**config.mk**
```make
export PLATFORM = sky130hd
export DESIGN_NAME = pokey_io
export DESIGN_NICKNAME = d
export VERILOG_FILES = /design/src/design/pokey_io_pkg.sv /design/src/design/key_scanner.sv /design/src/design/pot_scanner.sv /design/src/design/io_regs.sv /design/src/design/pokey_io.sv
export SDC_FILE = /design/constraint.sdc
export NUM_CORES = 1
export LEC_CHECK = 0
export BUFFER_PORTS_ARGS = -buffer_cell sky130_fd_sc_hd__buf_2
export CELL_PAD_IN_SITES_DETAIL_PLACEMENT = 2
export CELL_PAD_IN_SITES_GLOBAL_PLACEMENT = 2
export CORE_MARGIN = 3
export CORE_UTILIZATION = 39
export CTS_BUF_LIST = sky130_fd_sc_hd__clkbuf_16
export DETAILED_ROUTE_END_ITERATION = 10
export GPL_ROUTABILITY_DRIVEN = 0
export PLACE_DENSITY = 0.76
export SLEW_MARGIN = 20
export SYNTH_ARGS = -nofsm -noshare
export SYNTH_HDL_FRONTEND = slang
export SYNTH_SLANG_ARGS = --single-unit
```
**constraint.sdc**
```tcl
create_clock -name o2 -period 2.3 [get_ports o2]
set_clock_uncertainty 0.15 [all_clocks]
set_input_delay 0.345 -clock o2 [delete_from_list [all_inputs] [get_ports o2]]
set_output_delay 0.345 -clock o2 [all_outputs]
set_load 0.01 [all_outputs]
```
**src/design/pokey_io_pkg.sv**
```systemverilog
/* shared sizes, scan limits and enums for the pokey i/o section
   imported by every rtl block and by the testbench */
package pokey_io_pkg;

    localparam int KEY_BITS = 6;  // 64 key matrix
    localparam int NUM_POTS = 8;  // paddle lines
    localparam int POT_BITS = 8;  // pot counter and pot value width

    // scan limits
    localparam logic [KEY_BITS-1:0] KEY_LAST = 6'd63;   // last code of a keyboard pass
    localparam logic [POT_BITS-1:0] POT_MAX  = 8'd228;  // last line count of a pot scan

    // cpu register map, 4 bit address
    typedef enum logic [3:0] {
        POT0   = 4'd0,
        POT1   = 4'd1,
        POT2   = 4'd2,
        POT3   = 4'd3,
        POT4   = 4'd4,
        POT5   = 4'd5,
        POT6   = 4'd6,
        POT7   = 4'd7,
        ALLPOT = 4'd8,   // unfinished lines
        KBCODE = 4'd9,   // last accepted key
        POTGO  = 4'd11,  // write only, starts a scan
        SKSTAT = 4'd15   // bit 2 is active low key down
    } reg_addr_e;

    // keyboard debounce
    typedef enum logic [1:0] {
        KEY_IDLE,   // nothing pending
        KEY_CHECK,  // candidate seen once
        KEY_HELD    // code accepted
    } key_state_e;

    // pot scan / dump control
    typedef enum logic [1:0] {
        POT_IDLE,  // just out of reset
        POT_SCAN,  // counting lines
        POT_DUMP   // caps held discharged
    } pot_state_e;

endpackage

```
**src/design/key_scanner.sv**
```systemverilog
/* keyboard matrix scanner with two pass debounce
   drives the scan code out, reads kr1_l back and keeps the accepted key code */
`timescale 1ns/1ps

module key_scanner (
    input  logic                              o2,
    input  logic                              rst,
    input  logic                              kr1_l,     // low while scanned key is down
    output logic [pokey_io_pkg::KEY_BITS-1:0] key_scan,
    output logic [pokey_io_pkg::KEY_BITS-1:0] kbcode,
    output logic                              key_down,
    output logic                              key_event
);
    import pokey_io_pkg::*;

    key_state_e          state;
    logic [KEY_BITS-1:0] scan_cnt;  // current matrix position
    logic [KEY_BITS-1:0] cmp_code;  // compare latch, candidate code
    logic                key_low;
    logic                at_cand;   // scan is back on the candidate slot

    assign key_scan = scan_cnt;
    assign key_low  = ~kr1_l;
    assign at_cand  = (scan_cnt == cmp_code);

    // free running scan, one code per o2
    always_ff @(posedge o2) begin
        if (rst) begin
            scan_cnt <= '0;
        end else if (scan_cnt == KEY_LAST) begin
            scan_cnt <= '0;  // wrap, new pass
        end else begin
            scan_cnt <= scan_cnt + KEY_BITS'(1);
        end
    end

    // first low seen while idle becomes the candidate
    always_ff @(posedge o2) begin
        if (state == KEY_IDLE && key_low) begin
            cmp_code <= scan_cnt;
        end
    end

    // debounce fsm
    always_ff @(posedge o2) begin
        if (rst) begin
            state     <= KEY_IDLE;
            kbcode    <= '0;
            key_down  <= 1'b0;
            key_event <= 1'b0;
        end else begin
            key_event <= 1'b0;  // single cycle pulse
            case (state)
                KEY_IDLE: begin
                    if (key_low) begin
                        state <= KEY_CHECK;  // wait one full pass
                    end
                end
                KEY_CHECK: begin
                    // only the candidate slot matters, other keys ignored
                    if (at_cand) begin
                        if (key_low) begin
                            state     <= KEY_HELD;
                            kbcode    <= scan_cnt;
                            key_down  <= 1'b1;
                            key_event <= 1'b1;
                        end else begin
                            state <= KEY_IDLE;  // bounce, drop it
                        end
                    end
                end
                KEY_HELD: begin
                    // release on first pass the slot reads high
                    if (at_cand && !key_low) begin
                        state    <= KEY_IDLE;
                        key_down <= 1'b0;  // kbcode keeps last key
                    end
                end
                default: begin
                    state <= KEY_IDLE;
                end
            endcase
        end
    end

endmodule

```
**src/design/pot_scanner.sv**
```systemverilog
/* paddle scanner, times eight pot lines against a line counter
   started by potgo_strobe, ends with every line latched and the dump output high */
`timescale 1ns/1ps

module pot_scanner (
    input  logic                                                           o2,
    input  logic                                                           rst,
    input  logic                                                           line_tick,
    input  logic                                                           potgo_strobe,
    input  logic [pokey_io_pkg::NUM_POTS-1:0]                              pot_in,
    output logic [pokey_io_pkg::NUM_POTS-1:0][pokey_io_pkg::POT_BITS-1:0] pot_val,
    output logic [pokey_io_pkg::NUM_POTS-1:0]                              allpot,
    output logic                                                           pot_dump
);
    import pokey_io_pkg::*;

    pot_state_e          state;
    logic [POT_BITS-1:0] line_cnt;   // lines since potgo
    logic                scan_tick;  // tick that counts during a scan
    logic                last_line;  // counter sits on POT_MAX
    logic [NUM_POTS-1:0] hit;        // lines latching on this tick

    assign scan_tick = (state == POT_SCAN) && line_tick;
    assign last_line = (line_cnt == POT_MAX);

    // open line that charged, or every open line on the final count
    assign hit = allpot & (pot_in | {NUM_POTS{last_line}});

    // scan / dump fsm
    always_ff @(posedge o2) begin
        if (rst) begin
            state    <= POT_IDLE;
            pot_dump <= 1'b1;  // caps discharged from power up
        end else if (potgo_strobe) begin
            state    <= POT_SCAN;  // also restarts a running scan
            pot_dump <= 1'b0;      // let the caps charge
        end else begin
            case (state)
                POT_IDLE: begin
                    state <= POT_DUMP;  // hold dump until the first potgo
                end
                POT_SCAN: begin
                    if (line_tick && last_line) begin
                        state    <= POT_DUMP;
                        pot_dump <= 1'b1;
                    end
                end
                POT_DUMP: begin
                    pot_dump <= 1'b1;
                end
                default: begin
                    state    <= POT_DUMP;
                    pot_dump <= 1'b1;
                end
            endcase
        end
    end

    // line counter, 0 .. POT_MAX
    always_ff @(posedge o2) begin
        if (rst) begin
            line_cnt <= '0;
        end else if (potgo_strobe) begin
            line_cnt <= '0;
        end else if (scan_tick && !last_line) begin
            line_cnt <= line_cnt + POT_BITS'(1);  // stops on POT_MAX
        end
    end

    // unfinished line mask
    always_ff @(posedge o2) begin
        if (rst) begin
            allpot <= '0;
        end else if (potgo_strobe) begin
            allpot <= '1;  // every line open
        end else if (scan_tick) begin
            allpot <= allpot & ~hit;  // all clear after last line
        end
    end

    // pot value latches, count captured once per line
    always_ff @(posedge o2) begin
        if (rst) begin
            pot_val <= '0;
        end else if (potgo_strobe) begin
            pot_val <= '0;
        end else if (scan_tick) begin
            for (int i = 0; i < NUM_POTS; i++) begin
                if (hit[i]) begin
                    pot_val[i] <= line_cnt;  // equals POT_MAX for lines never charged
                end
            end
        end
    end

endmodule

```
**src/design/io_regs.sv**
```systemverilog
/* cpu register port, decodes reads of pots, allpot, kbcode, skstat
   and turns a write to potgo into a one cycle start strobe */
`timescale 1ns/1ps

module io_regs (
    input  logic                                                           o2,
    input  logic                                                           rst,
    input  pokey_io_pkg::reg_addr_e                                        addr,
    input  logic                                                           rd,
    input  logic                                                           wr,
    input  logic [pokey_io_pkg::NUM_POTS-1:0][pokey_io_pkg::POT_BITS-1:0] pot_val,
    input  logic [pokey_io_pkg::NUM_POTS-1:0]                              allpot,
    input  logic [pokey_io_pkg::KEY_BITS-1:0]                              kbcode,
    input  logic                                                           key_down,
    output logic [7:0]                                                     rdata,
    output logic                                                           potgo_strobe
);
    import pokey_io_pkg::*;

    logic [7:0] rd_mux;  // value for the addressed register

    // read decode
    always_comb begin
        case (addr)
            POT0, POT1, POT2, POT3, POT4, POT5, POT6, POT7: begin
                rd_mux = pot_val[addr[2:0]];  // low bits pick the line
            end
            ALLPOT: begin
                rd_mux = allpot;
            end
            KBCODE: begin
                rd_mux = {{(8 - KEY_BITS){1'b0}}, kbcode};
            end
            SKSTAT: begin
                // bit 2 low while a key is held, rest read as ones
                rd_mux = {5'b11111, ~key_down, 2'b11};
            end
            default: begin
                rd_mux = 8'h00;  // potgo and unmapped addresses
            end
        endcase
    end

    // read data, valid the cycle after rd and held until the next read
    always_ff @(posedge o2) begin
        if (rst) begin
            rdata <= 8'h00;
        end else if (rd) begin
            rdata <= rd_mux;
        end
    end

    // potgo write, data ignored
    always_ff @(posedge o2) begin
        if (rst) begin
            potgo_strobe <= 1'b0;
        end else begin
            potgo_strobe <= wr && (addr == POTGO);  // other writes dropped
        end
    end

endmodule

```
**src/design/pokey_io.sv**
```systemverilog
/* top of the pokey i/o section
   ties the key scanner, pot scanner and cpu register port to pins and bus */
`timescale 1ns/1ps

module pokey_io (
    input  logic                              o2,
    input  logic                              rst,
    input  logic [3:0]                        addr,
    input  logic                              rd,
    input  logic                              wr,
    input  logic [7:0]                        wdata,     // bus width only, potgo ignores data
    input  logic                              kr1_l,
    input  logic [pokey_io_pkg::NUM_POTS-1:0] pot_in,
    input  logic                              line_tick,
    output logic [7:0]                        rdata,
    output logic [pokey_io_pkg::KEY_BITS-1:0] key_scan,
    output logic                              key_event,
    output logic                              pot_dump
);
    import pokey_io_pkg::*;

    logic [KEY_BITS-1:0]                kbcode;
    logic                               key_down;
    logic [NUM_POTS-1:0][POT_BITS-1:0] pot_val;
    logic [NUM_POTS-1:0]                allpot;
    logic                               potgo_strobe;  // io_regs to pot_scanner

    key_scanner u_key_scanner (
        .o2        (o2),
        .rst       (rst),
        .kr1_l     (kr1_l),
        .key_scan  (key_scan),
        .kbcode    (kbcode),
        .key_down  (key_down),
        .key_event (key_event)
    );

    pot_scanner u_pot_scanner (
        .o2           (o2),
        .rst          (rst),
        .line_tick    (line_tick),
        .potgo_strobe (potgo_strobe),
        .pot_in       (pot_in),
        .pot_val      (pot_val),
        .allpot       (allpot),
        .pot_dump     (pot_dump)
    );

    io_regs u_io_regs (
        .o2           (o2),
        .rst          (rst),
        .addr         (reg_addr_e'(addr)),
        .rd           (rd),
        .wr           (wr),
        .pot_val      (pot_val),
        .allpot       (allpot),
        .kbcode       (kbcode),
        .key_down     (key_down),
        .rdata        (rdata),
        .potgo_strobe (potgo_strobe)
    );

endmodule

```
==> impl_metrics.json, run 1 <==
{
  "status": "finished clean",
  "final_util_pct": 48.66,
  "drv_slew": 0,
  "drive_gt1_share_pct": 21.88,
  "ant_nets": 0,
  "num_rows": 41,
  "hpwl_um": 10640,
  "ys.flop_type": "dfxtp_1",
  "critPathLaunchType": "register",
  "vias_per_cell": 5.520,
  "cp.required_ns": 2.48,
  "p_clk_share_pct": 52.6,
  "ios": 42,
  "cpPeakStageDelay_ns": 0.42,
  "fmax_mhz": 487.0,
  "drc": 0,
  "setup.worst_path.start": "u_pot_scanner.line_cnt[1]$_SDFFE_PP0P_",
  "end_kind": "register",
  "antenna_found_initial": 0,
  "die_h_um": 121.0,
  "p_int_uw": 3736,
  "core_area_mm2": 0.01277,
  "r2r_cells": 7,
  "slowest_stage": "dfxtp_1",
  "synth_edf_count": 6,
  "timing.rr.end": "u_pot_scanner.pot_val[57]$_SDFFE_PP0P_",
  "holdBufCountCts": 0,
  "tightest_slew_ns": 0.4616,
  "syn2layout_area_growth_pct": 20.58,
  "root_buffer": "clkbuf_16",
  "die_w_um": 121.0,
  "first_iter_violations": 177,
  "cts_resized": 0,
  "antennaDiodeCount": 0,
  "dieArea_mm2": 0.01463,
  "rsz0062_at_grt": "no",
  "cp_cell_sequence": "inv_1, ha_1, and4_2, a21oi_2, nand3b_1, buf_4, mux2i_1",
  "routedWlPerCell_um": 21.74,
  "layout.nets": 569,
  "power_switching_uw": 1097,
  "cts_tree": "yes",
  "tns_ns": 0,
  "seq_power_share_pct": 42.1,
  "finalCritPeriodShare_pct": 89.27,
  "cts_max_level": 4,
  "hp-class": "input port to register",
  "num_vias": 4002,
  "yosysSeqAreaShare_pct": 45.44,
  "drtPass1Iterations": 4,
  "syn_inst": 492,
  "pwr-share-comb_pct": 5.3,
  "cts_setup_buffers": 0,
  "initial_core_util_pct": 40.36,
  "grt_use_total_pct": 22.89,
  "min_period_ns": 2.053,
  "synth.distinct_cells": 54,
  "synthArstFlopShare_pct": 0,
  "powerDensity_mw_per_mm2": 777.6,
  "critical_path.endpoint": "u_pot_scanner.pot_val[57]$_SDFFE_PP0P_",
  "worstPathArrival_ns": 2.23,
  "avgSynthCellArea_um2": 10.48,
  "rrSetupSlack_ns": 0.25,
  "grt_max_degree": 41,
  "ir_worst_vdd_uv": 618.2,
  "grt_pass1_wl_um": 25130,
  "synth_seq_cells": 114,
  "critPathMaxFanout": 9,
  "clk_latency_ns": 0.42,
  "r2r_start": "u_pot_scanner.line_cnt[1]$_SDFFE_PP0P_",
  "setup_viol": 0,
  "overflow": 0,
  "synth_warnings": 0,
  "clock_sinks": 114,
  "clkTransAtPathRegs_ns": 0.05,
  "grt_pass1_vias": 4572,
  "switching_share_pct": 22.70,
  "synth_fp_nets": 521,
  "leakagePower_uw": 0.002601,
  "worstSetupPathType": "register to register",
  "hold_viol": 0,
  "clk_path_buf_depth": 2,
  "cap_violations": 0,
  "cts_made_buffers": 17,
  "slew_headroom_pct": 69.23,
  "io_buffers": 33,
  "wl_um": 15760,
  "synthesis.area_mm2": 0.005155
}
-- through the flow --
| step | power (uW) | instances | hold WS, ns | instance area (um^2) | setup WS [ns] |
|---|---|---|---|---|---|
| floorplan | 2230 | 492 | 0.2815 | 5155 | 0.5618 |
| global placement | 2321 | 693 | 0.2912 | 5640 | 0.2185 |
| detailed placement | 2331 | 693 | 0.3020 | 5640 | 0.1193 |
| CTS | 4881 | 725 | 0.02977 | 6211 | 0.07459 |
| global route | 5012 | 725 | 0.04050 | 6216 | 0.09762 |
| finish | 4834 | 725 | 0.04770 | 6216 | 0.2468 |
-- area by class of cell --
type / count / area, um^2
Tap cell: 172 / 215.2
Sequential cell: 114 / 2342
Fill cell: 1284 / 6558
Timing Repair Buffer: 59 / 473.0
Clock buffer: 18 / 450.4
Inverter: 11 / 41.29
Clock inverter: 14 / 120.1
Multi-Input combinational cell: 337 / 2574
-- Yosys cell counts (3+ instances only) --
| cell | n | area (um^2) |
|---|---|---|
| nor4_1 | 3 | 18.77 |
| a21oi_1 | 21 | 105.1 |
| dfxtp_1 | 108 | 2162 |
| clkbuf_1 | 10 | 37.54 |
| a311oi_1 | 3 | 26.28 |
| edfxtp_1 | 6 | 180.2 |
| a21oi_2 | 6 | 52.55 |
| a31o_1 | 5 | 43.79 |
| nor3_1 | 7 | 35.03 |
| buf_6 | 8 | 90.09 |
| o311a_1 | 6 | 60.06 |
| inv_1 | 9 | 33.78 |
| buf_4 | 3 | 22.52 |
| nand3_1 | 5 | 25.02 |
| nand3b_1 | 8 | 60.06 |
| ha_1 | 3 | 37.54 |
| nand2_1 | 90 | 337.8 |
| mux2i_1 | 70 | 700.7 |
| buf_2 | 7 | 35.03 |
| o211ai_1 | 6 | 45.04 |
| mux4_2 | 15 | 337.8 |
| nor2_1 | 23 | 86.33 |
| o21ai_0 | 11 | 55.05 |
| xnor2_1 | 14 | 122.6 |
| a211oi_1 | 3 | 22.52 |
| o221a_1 | 6 | 67.56 |
-- worst min-delay path by stage --
| stage | endpoint | slack, ns | from | depth (start not counted) |
|---|---|---|---|---|
| detailed placement | u_pot_scanner.pot_val[24]$_SDFFE_PP0P_ | 0.30 | u_pot_scanner.pot_val[24]$_SDFFE_PP0P_ | 2 |
| global placement | u_pot_scanner.pot_val[2]$_SDFFE_PP0P_ | 0.29 | u_pot_scanner.pot_val[2]$_SDFFE_PP0P_ | 2 |
| CTS | u_io_regs.potgo_strobe$_SDFF_PP0_ | 0.03 | wr | 3 |
| floorplan | u_pot_scanner.pot_val[32]$_SDFFE_PP0P_ | 0.28 | u_pot_scanner.pot_val[32]$_SDFFE_PP0P_ | 2 |
| global route | u_io_regs.potgo_strobe$_SDFF_PP0_ | 0.04 | wr | 3 |
| finish | u_io_regs.potgo_strobe$_SDFF_PP0_ | 0.05 | wr | 3 |
-- state kept, by name, indices dropped and copies added, names as in the netlist --
register	cells
u_io_regs.potgo_strobe	1
u_io_regs.rdata	8
u_key_scanner.cmp_code	6
u_key_scanner.kbcode	6
u_key_scanner.key_down	1
u_key_scanner.key_event	1
u_key_scanner.key_scan	6
u_key_scanner.state	2
u_pot_scanner.allpot	8
u_pot_scanner.line_cnt	8
u_pot_scanner.pot_dump	1
u_pot_scanner.pot_val	64
u_pot_scanner.state	2
-- cell usage in the layout, fill, tap and decap left out, drive strengths merged, types with 5 or more instances in the layout --
master / instances
clkbuf: 18
nand3b: 8
mux2i: 70
a31o: 6
nor2: 24
o21ai: 11
nor3: 8
o311a: 6
xnor2: 14
mux4: 16
buf: 59
edfxtp: 6
a21oi: 27
o211ai: 6
dfxtp: 108
nand3: 5
inv: 11
clkinv: 10
nand2: 91
o221a: 6
-- worst max-delay path: cells and delay by family, from the launching register on --
family	cells	cell delay, ns
buffers and inverters	2	0.30
adders and majority gates	1	0.18
DFF	1	0.42
AOI/OAI and AO/OA	1	0.22
and+or+nand+nor	2	0.48
muxes	1	0.22
-- logic make-up (layout without fill, tap and decap cells) --
group                    after synthesis  in the layout  synth area share (%)
AND/OR/NAND/NOR                      158            158                 15.12
buffers and inverters                 41            102                 4.927
adder cells (fa/ha/maj)                3              3                0.7282
AO/OA/AOI/OAI                         75             75                 10.58
flip-flops                           114            114                 45.44
XOR/XNOR                              15             15                 2.549
multiplexers                          86             86                 20.66
-- power by group through the flow --
stage          Clock, uW  Combinational (uW)  Sequential (uW)
2_1_floorplan          0                 148             2080
3_3_place_gp           0                 245             2080
3_5_place_dp           0                 253             2080
4_1_cts             2590                 256             2040
5_1_grt             2700                 278             2040
6_report            2540                 255             2040
-- metal layers --
metal	GRT usage, %	up-vias	share of wire, %
met2	40.78	71	52
met4	9.278	0	2.7
li1	-	1863	-
met1	26.49	2034	42
met3	5.035	34	2.9
met5	0	-	0
No activity file was read; power rests on OpenSTA's default activity.
==> run 2: changes to the inputs <==
--- a/config.mk
+++ b/config.mk
@@ -5,7 +5,7 @@
 export SDC_FILE = /design/constraint.sdc
 export NUM_CORES = 1
 export LEC_CHECK = 0
-export BUFFER_PORTS_ARGS = -buffer_cell sky130_fd_sc_hd__buf_2
+export BUFFER_PORTS_ARGS = -buffer_cell sky130_fd_sc_hd__clkbuf_2
 export CELL_PAD_IN_SITES_DETAIL_PLACEMENT = 2
 export CELL_PAD_IN_SITES_GLOBAL_PLACEMENT = 2
 export CORE_MARGIN = 3
@@ -14,6 +14,7 @@
 export DETAILED_ROUTE_END_ITERATION = 10
 export GPL_ROUTABILITY_DRIVEN = 0
 export PLACE_DENSITY = 0.76
+export RECOVER_POWER = 25
 export SLEW_MARGIN = 20
 export SYNTH_ARGS = -nofsm -noshare
 export SYNTH_HDL_FRONTEND = slang
==> impl_metrics.json, run 2 (synthesized netlist as in run 1, its figures left out) <==
{
  "status": "finished clean",
  "io_buffers": 33,
  "die_h_um": 121.0,
  "grt_pass1_vias": 4486,
  "routedWlPerCell_um": 22.63,
  "overflow": 0,
  "clk_path_buf_depth": 2,
  "wl_um": 16460,
  "switching_share_pct": 24.08,
  "grt_max_degree": 42,
  "final_util_pct": 47.89,
  "setup.worst_path.start": "u_pot_scanner.line_cnt[2]$_SDFFE_PP0P_",
  "cts_max_level": 4,
  "rsz0062_at_grt": "no",
  "critPathLaunchType": "register",
  "layout.nets": 573,
  "leakagePower_uw": 0.002505,
  "hold_viol": 0,
  "cp_cell_sequence": "nor3b_4, buf_4, a21oi_2, nand3b_1, buf_12, mux2i_1",
  "largest_register_ff_count": 64,
  "finalCritPeriodShare_pct": 87.51,
  "ios": 42,
  "regMostFlops": "u_pot_scanner.pot_val",
  "num_rows": 41,
  "final_common_cell": "dfxtp_1",
  "core_area_mm2": 0.01277,
  "p_clk_share_pct": 50.1,
  "hold_ws_ns": 0.03156,
  "pwr-share-comb_pct": 5.5,
  "hpwl_um": 11030,
  "cp.required_ns": 2.49,
  "r2r_start": "u_pot_scanner.line_cnt[2]$_SDFFE_PP0P_",
  "power_switching_uw": 1105,
  "num_vias": 4035,
  "placedCellCount": 697,
  "ant_nets": 0,
  "setup_slack_ns": 0.2873,
  "initial_core_util_pct": 40.36,
  "grt_use_total_pct": 24.14,
  "dieArea_mm2": 0.01463,
  "setup_viol": 0,
  "antennaDiodeCount": 0,
  "cap_violations": 0,
  "clkTransAtPathRegs_ns": 0.05,
  "min_period_ns": 2.013,
  "die_w_um": 121.0,
  "slowest_stage": "dfxtp_1",
  "tns_ns": 0,
  "grt_pass1_wl_um": 26270,
  "p_int_uw": 3484,
  "critPathMaxFanout": 8,
  "fmax_mhz": 496.9,
  "cpPeakStageDelay_ns": 0.44,
  "cts_made_buffers": 17,
  "worstPathArrival_ns": 2.20,
  "ir_worst_vdd_uv": 463.1,
  "syn2layout_area_growth_pct": 18.67,
  "vias_per_cell": 5.550,
  "dp_slack_ns": 0.1262,
  "fillCellCount": 1296,
  "seq_power_share_pct": 44.4,
  "final_cell_mix": "dfxtp_1 (108), nand2_1 (90), mux2i_1 (70)",
  "cts_tree": "yes",
  "drtPass1Iterations": 6,
  "cp_top_family": "simple AND/OR/NAND/NOR gates",
  "end_kind": "register",
  "clock_sinks": 114,
  "drive_gt1_share_pct": 17.30,
  "antenna_found_initial": 0,
  "hold_start": "wr",
  "tightest_slew_ns": 0.6687,
  "first_iter_violations": 186,
  "path_buf_inv": 2,
  "finalNonFillerCells": 727,
  "drc": 0,
  "cts_setup_buffers": 0,
  "hp-class": "input port to register",
  "worstSetupPathType": "register to register",
  "powerDensity_mw_per_mm2": 750.3,
  "clk_latency_ns": 0.43,
  "root_buffer": "clkbuf_16",
  "drv_slew": 0,
  "slew_headroom_pct": 55.42
}
[run 2: cell types whose count changed in the layout (fill, tap and decap cells not counted), sizes merged]
| cell | previous run | this run |
|---|---|---|
| clkinv | 10 | 13 |
| clkinvlp | 2 | 0 |
| clkbuf | 18 | 57 |
| buf | 59 | 24 |
| inv | 11 | 10 |
| bufinv | 2 | 0 |
[run 2: power groups by stage]
| stage | clock, uW | sequential, uW | combinational (uW) |
|---|---|---|---|
| 2_1_floorplan | 0 | 2080 | 148 |
| 3_3_place_gp | 0 | 2080 | 246 |
| 3_5_place_dp | 0 | 2080 | 258 |
| 4_1_cts | 2340 | 2040 | 263 |
| 5_1_grt | 2450 | 2040 | 276 |
| 6_report | 2300 | 2040 | 253 |
[run 2: metrics by stage]
stage	power, uW	cell area (um^2)
after floorplan	2230	5155
after global placement	2323	5658
after detailed placement	2336	5658
after CTS	4637	6157
after global routing	4764	6117
final	4590	6117
[run 2: routing by layer]
metal  vias to the layer above  global-route usage (%)  routed length (um)
met4                         0                   9.490                 374
met3                        25                   5.315                 410
met1                      2067                   27.83                6874
li1                       1872                       -                   -
met2                        71                   43.28                8796
met5                         -                       0                   0
[run 2: worst reg2reg max path, stage by stage, from the launching register on]
cell	delay [ns]
dfxtp_1	0.44
nor3b_4	0.40
buf_4	0.24
a21oi_2	0.08
nand3b_1	0.21
buf_12	0.20
mux2i_1	0.21
[run 2: worst paths after layout]
| check | slack (ns) | to | depth (start not counted) |
|---|---|---|---|
| worst max-delay path | 0.29 | u_pot_scanner.pot_val[22]$_SDFFE_PP0P_ | 6 |
| worst min-delay path | 0.03 | u_io_regs.potgo_strobe$_SDFF_PP0_ | 3 |
| worst max register to register | 0.29 | u_pot_scanner.pot_val[22]$_SDFFE_PP0P_ | 6 |
| worst min register to register | 0.31 | u_pot_scanner.pot_val[54]$_SDFFE_PP0P_ | 2 |
[run 2: area by class of cell]
type / instances / area [um^2] / area share, %
Inverter: 11 / 41.29 / 0.6750
Clock inverter: 12 / 48.80 / 0.7977
Multi-Input combinational cell: 337 / 2570 / 42.01
Sequential cell: 114 / 2342 / 38.29
Tap cell: 172 / 215.2 / 3.518
Timing Repair Buffer: 63 / 449.2 / 7.343
Clock buffer: 18 / 450.4 / 7.363
[run 2: timing repair]
action / in CTS / in global routing
endpoints found under the hold margin: 0 / 0
gates resized for setup: 0 / 1
setup endpoints to repair: 0 / 6
hold buffers: 0 / 0
==> run 3: changes to the inputs <==
--- a/config.mk
+++ b/config.mk
@@ -9,7 +9,7 @@
 export CELL_PAD_IN_SITES_DETAIL_PLACEMENT = 2
 export CELL_PAD_IN_SITES_GLOBAL_PLACEMENT = 2
 export CORE_MARGIN = 3
-export CORE_UTILIZATION = 39
+export CORE_UTILIZATION = 38
 export CTS_BUF_LIST = sky130_fd_sc_hd__clkbuf_16
 export DETAILED_ROUTE_END_ITERATION = 10
 export GPL_ROUTABILITY_DRIVEN = 0
@@ -18,4 +18,5 @@
 export SLEW_MARGIN = 20
 export SYNTH_ARGS = -nofsm -noshare
 export SYNTH_HDL_FRONTEND = slang
+export SYNTH_HIERARCHICAL = 1
 export SYNTH_SLANG_ARGS = --single-unit
==> impl_metrics.json, run 3 <==
{
  "ys.flop_type": "dfxtp_1",
  "grt_use_total_pct": 21.54,
  "timing.rr.end": "u_pot_scanner/pot_val[3]$_SDFFE_PP0P_",
  "initial_core_util_pct": 39.16,
  "r2r_cells": 7,
  "finalNonFillerCells": 752,
  "slew_headroom_pct": 50.32,
  "finalCritPeriodShare_pct": 90.51,
  "rrSetupSlack_ns": 0.22,
  "syn_inst": 534,
  "cts_setup_buffers": 0,
  "synth_warnings": 6,
  "largest_register_ff_count": 64,
  "grt_pass1_vias": 4510,
  "worstPathArrival_ns": 2.26,
  "hold_end": "u_io_regs/potgo_strobe$_SDFF_PP0_",
  "synthesis.area_mm2": 0.005228,
  "tightest_slew_ns": 0.7452,
  "root_buffer": "clkbuf_16",
  "die_h_um": 123.3,
  "cp_cell_sequence": "inv_1, ha_1, and4b_4, and2_4, o211a_1, buf_4, mux2i_1",
  "synth-simple-area-share_pct": 17.21,
  "num_vias": 4058,
  "slowest_stage": "dfxtp_1",
  "synth_top_area_share_pct": 41.36,
  "worstSetupPathType": "register to register",
  "placedCellCount": 721,
  "hold_start": "wr",
  "synthMostInstantiatedCell": "dfxtp_1",
  "routedWlPerCell_um": 20.58,
  "num_rows": 42,
  "rsz0062_at_grt": "no",
  "synthTopCellsByCount": "dfxtp_1 (108), mux2i_1 (102), nand2_1 (86), nor2_1 (30), clkbuf_1 (18)",
  "cts_tree": "yes",
  "hold_depth": 2,
  "antennaDiodeCount": 0,
  "die_w_um": 123.3,
  "synthArstFlopShare_pct": 0,
  "synth_fa_ha_area_share_pct": 0.7180,
  "seq_power_share_pct": 45.6,
  "cap_violations": 0,
  "clock_sinks": 114,
  "cpPeakStageDelay_ns": 0.35,
  "setup_viol": 0,
  "yosys.area.top_type": "dfxtp_1",
  "overflow": 0,
  "drive_gt1_share_pct": 13.54,
  "synth.distinct_cells": 56,
  "first_iter_violations": 165,
  "critPathLaunchType": "register",
  "hpwl_um": 10280,
  "p_clk_share_pct": 48.6,
  "synthMuxAreaShare_pct": 20.39,
  "ant_nets": 0,
  "ir_worst_vdd_uv": 498.7,
  "grt_max_degree": 43,
  "clk_path_buf_depth": 2,
  "holdBufCountCts": 0,
  "critPathMaxFanout": 19,
  "ys_top_cells_by_area": "dfxtp_1 (41%), mux2i_1 (20%), nand2_1 (6.2%)",
  "end_kind": "register",
  "core_area_mm2": 0.01335,
  "drv_slew": 0,
  "drc": 0,
  "synth_edf_count": 6,
  "dieArea_mm2": 0.01520,
  "leakagePower_uw": 0.002257,
  "status": "finished clean",
  "fmax_mhz": 480.4,
  "r2r_start": "u_pot_scanner/line_cnt[0]$_SDFFE_PP0P_",
  "synth_top_family_by_area": "multiplexers",
  "synth_fp_nets": 563,
  "hold_viol": 0,
  "switching_share_pct": 23.70,
  "final_cell_mix": "dfxtp_1 (108), mux2i_1 (102), nand2_1 (86)",
  "power_switching_uw": 1067,
  "regMostFlops": "u_pot_scanner/pot_val",
  "drtPass1Iterations": 4,
  "clkTransAtPathRegs_ns": 0.05,
  "min_period_ns": 2.082,
  "avgSynthCellArea_um2": 9.789,
  "layout.nets": 593,
  "ios": 42,
  "io_buffers": 33,
  "cts_max_level": 4,
  "tns_ns": 0,
  "grt_pass1_wl_um": 24500,
  "synth_seq_cells": 114,
  "clk_latency_ns": 0.42,
  "final_common_cell": "dfxtp_1",
  "cts_resized": 0,
  "cp.required_ns": 2.47,
  "p_int_uw": 3436,
  "powerDensity_mw_per_mm2": 751.0,
  "cts_made_buffers": 17,
  "pwr-share-comb_pct": 5.8,
  "vias_per_cell": 5.396,
  "yosysSeqAreaShare_pct": 44.81,
  "hp-class": "input port to register",
  "synth-xor-area-share_pct": 2.489,
  "antenna_found_initial": 0,
  "synth_compound_area_share_pct": 9.765,
  "syn2layout_area_growth_pct": 14.70,
  "wl_um": 15480
}
-- run 3: cell count changes in the layout (fill, tap and decap cells not counted), sizes merged, moves of 6 or more --
cell / before / now
mux2i: 70 / 102
mux4: 16 / 0
a21oi: 27 / 13
buf: 24 / 14
o211a: 0 / 10
a22oi: 1 / 9
nand2b: 2 / 10
nor2: 24 / 32
o21a: 1 / 9
o221a: 6 / 0
o311a: 6 / 0
-- run 3: layer usage --
| metal | track usage, % | wire length, um | part of all wire (%) | vias up |
|---|---|---|---|---|
| li1 | - | - | - | 1934 |
| met1 | 25.14 | 6721 | 43 | 2056 |
| met2 | 38.09 | 8030 | 52 | 49 |
| met3 | 5.627 | 450 | 2.9 | 19 |
| met4 | 7.474 | 275 | 1.8 | 0 |
| met5 | 0 | 0 | 0 | - |
-- run 3: critical path, delay by kind of cell, from the launching register on --
family / cells / cell delay, ns
AO/OA/AOI/OAI: 1 / 0.19
multiplexers: 1 / 0.27
flip-flops: 1 / 0.35
adder cells (fa/ha/maj): 1 / 0.15
AND/OR/NAND/NOR: 2 / 0.54
buffers and inverters: 2 / 0.32
-- run 3: kinds of logic after synthesis --
kind of cell,count (synthesis)
AOI/OAI and AO/OA,70
DFF,114
xor gates and xnor gates,14
buffers and inverters,44
muxes,106
and+or+nand+nor,183
adders and majority gates,3
-- run 3: metrics by stage --
stage,total power (uW),setup WS [ns],hold slack (ns),utilization (%),instance area [um^2]
6_report,4503,0.2183,0.05770,44.92,5996
5_1_grt,4684,0.1373,0.05628,44.92,5996
3_5_place_dp,2360,0.3043,0.3046,41.58,5550
3_3_place_gp,2352,0.3704,0.2913,41.58,5550
2_1_floorplan,2268,0.4018,0.2841,-,5228
4_1_cts,4572,0.2195,0.03940,45.21,6035
-- run 3: power by group through the flow --
stage	Combinational (uW)	Sequential (uW)	Clock (uW)
floorplan	178	2090	0
detailed placement	266	2090	0
global placement	260	2090	0
global route	288	2060	2340
CTS	269	2050	2250
finish	261	2050	2190
-- run 3: worst max path at each step --
stage	from	end	depth (start not counted)
after floorplan	u_pot_scanner/line_cnt[0]$_SDFFE_PP0P_	u_pot_scanner/line_cnt[3]$_SDFFE_PP0P_	7
after global placement	u_pot_scanner/line_cnt[0]$_SDFFE_PP0P_	u_pot_scanner/line_cnt[3]$_SDFFE_PP0P_	6
after detailed placement	u_pot_scanner/line_cnt[0]$_SDFFE_PP0P_	u_pot_scanner/pot_val[48]$_SDFFE_PP0P_	7
after CTS	u_pot_scanner/line_cnt[0]$_SDFFE_PP0P_	u_pot_scanner/pot_val[3]$_SDFFE_PP0P_	7
after global routing	u_pot_scanner/line_cnt[0]$_SDFFE_PP0P_	u_pot_scanner/pot_val[3]$_SDFFE_PP0P_	7
final	u_pot_scanner/line_cnt[0]$_SDFFE_PP0P_	u_pot_scanner/pot_val[3]$_SDFFE_PP0P_	7
-- run 3: cell type report --
type	instances	area (um^2)
clock buffer	17	425.4
clock inverter	14	58.81
fill	1443	7352
inverter	5	18.77
multi-input combinational	376	2645
sequential	114	2342
tap	176	220.2
timing repair buffer	50	285.3
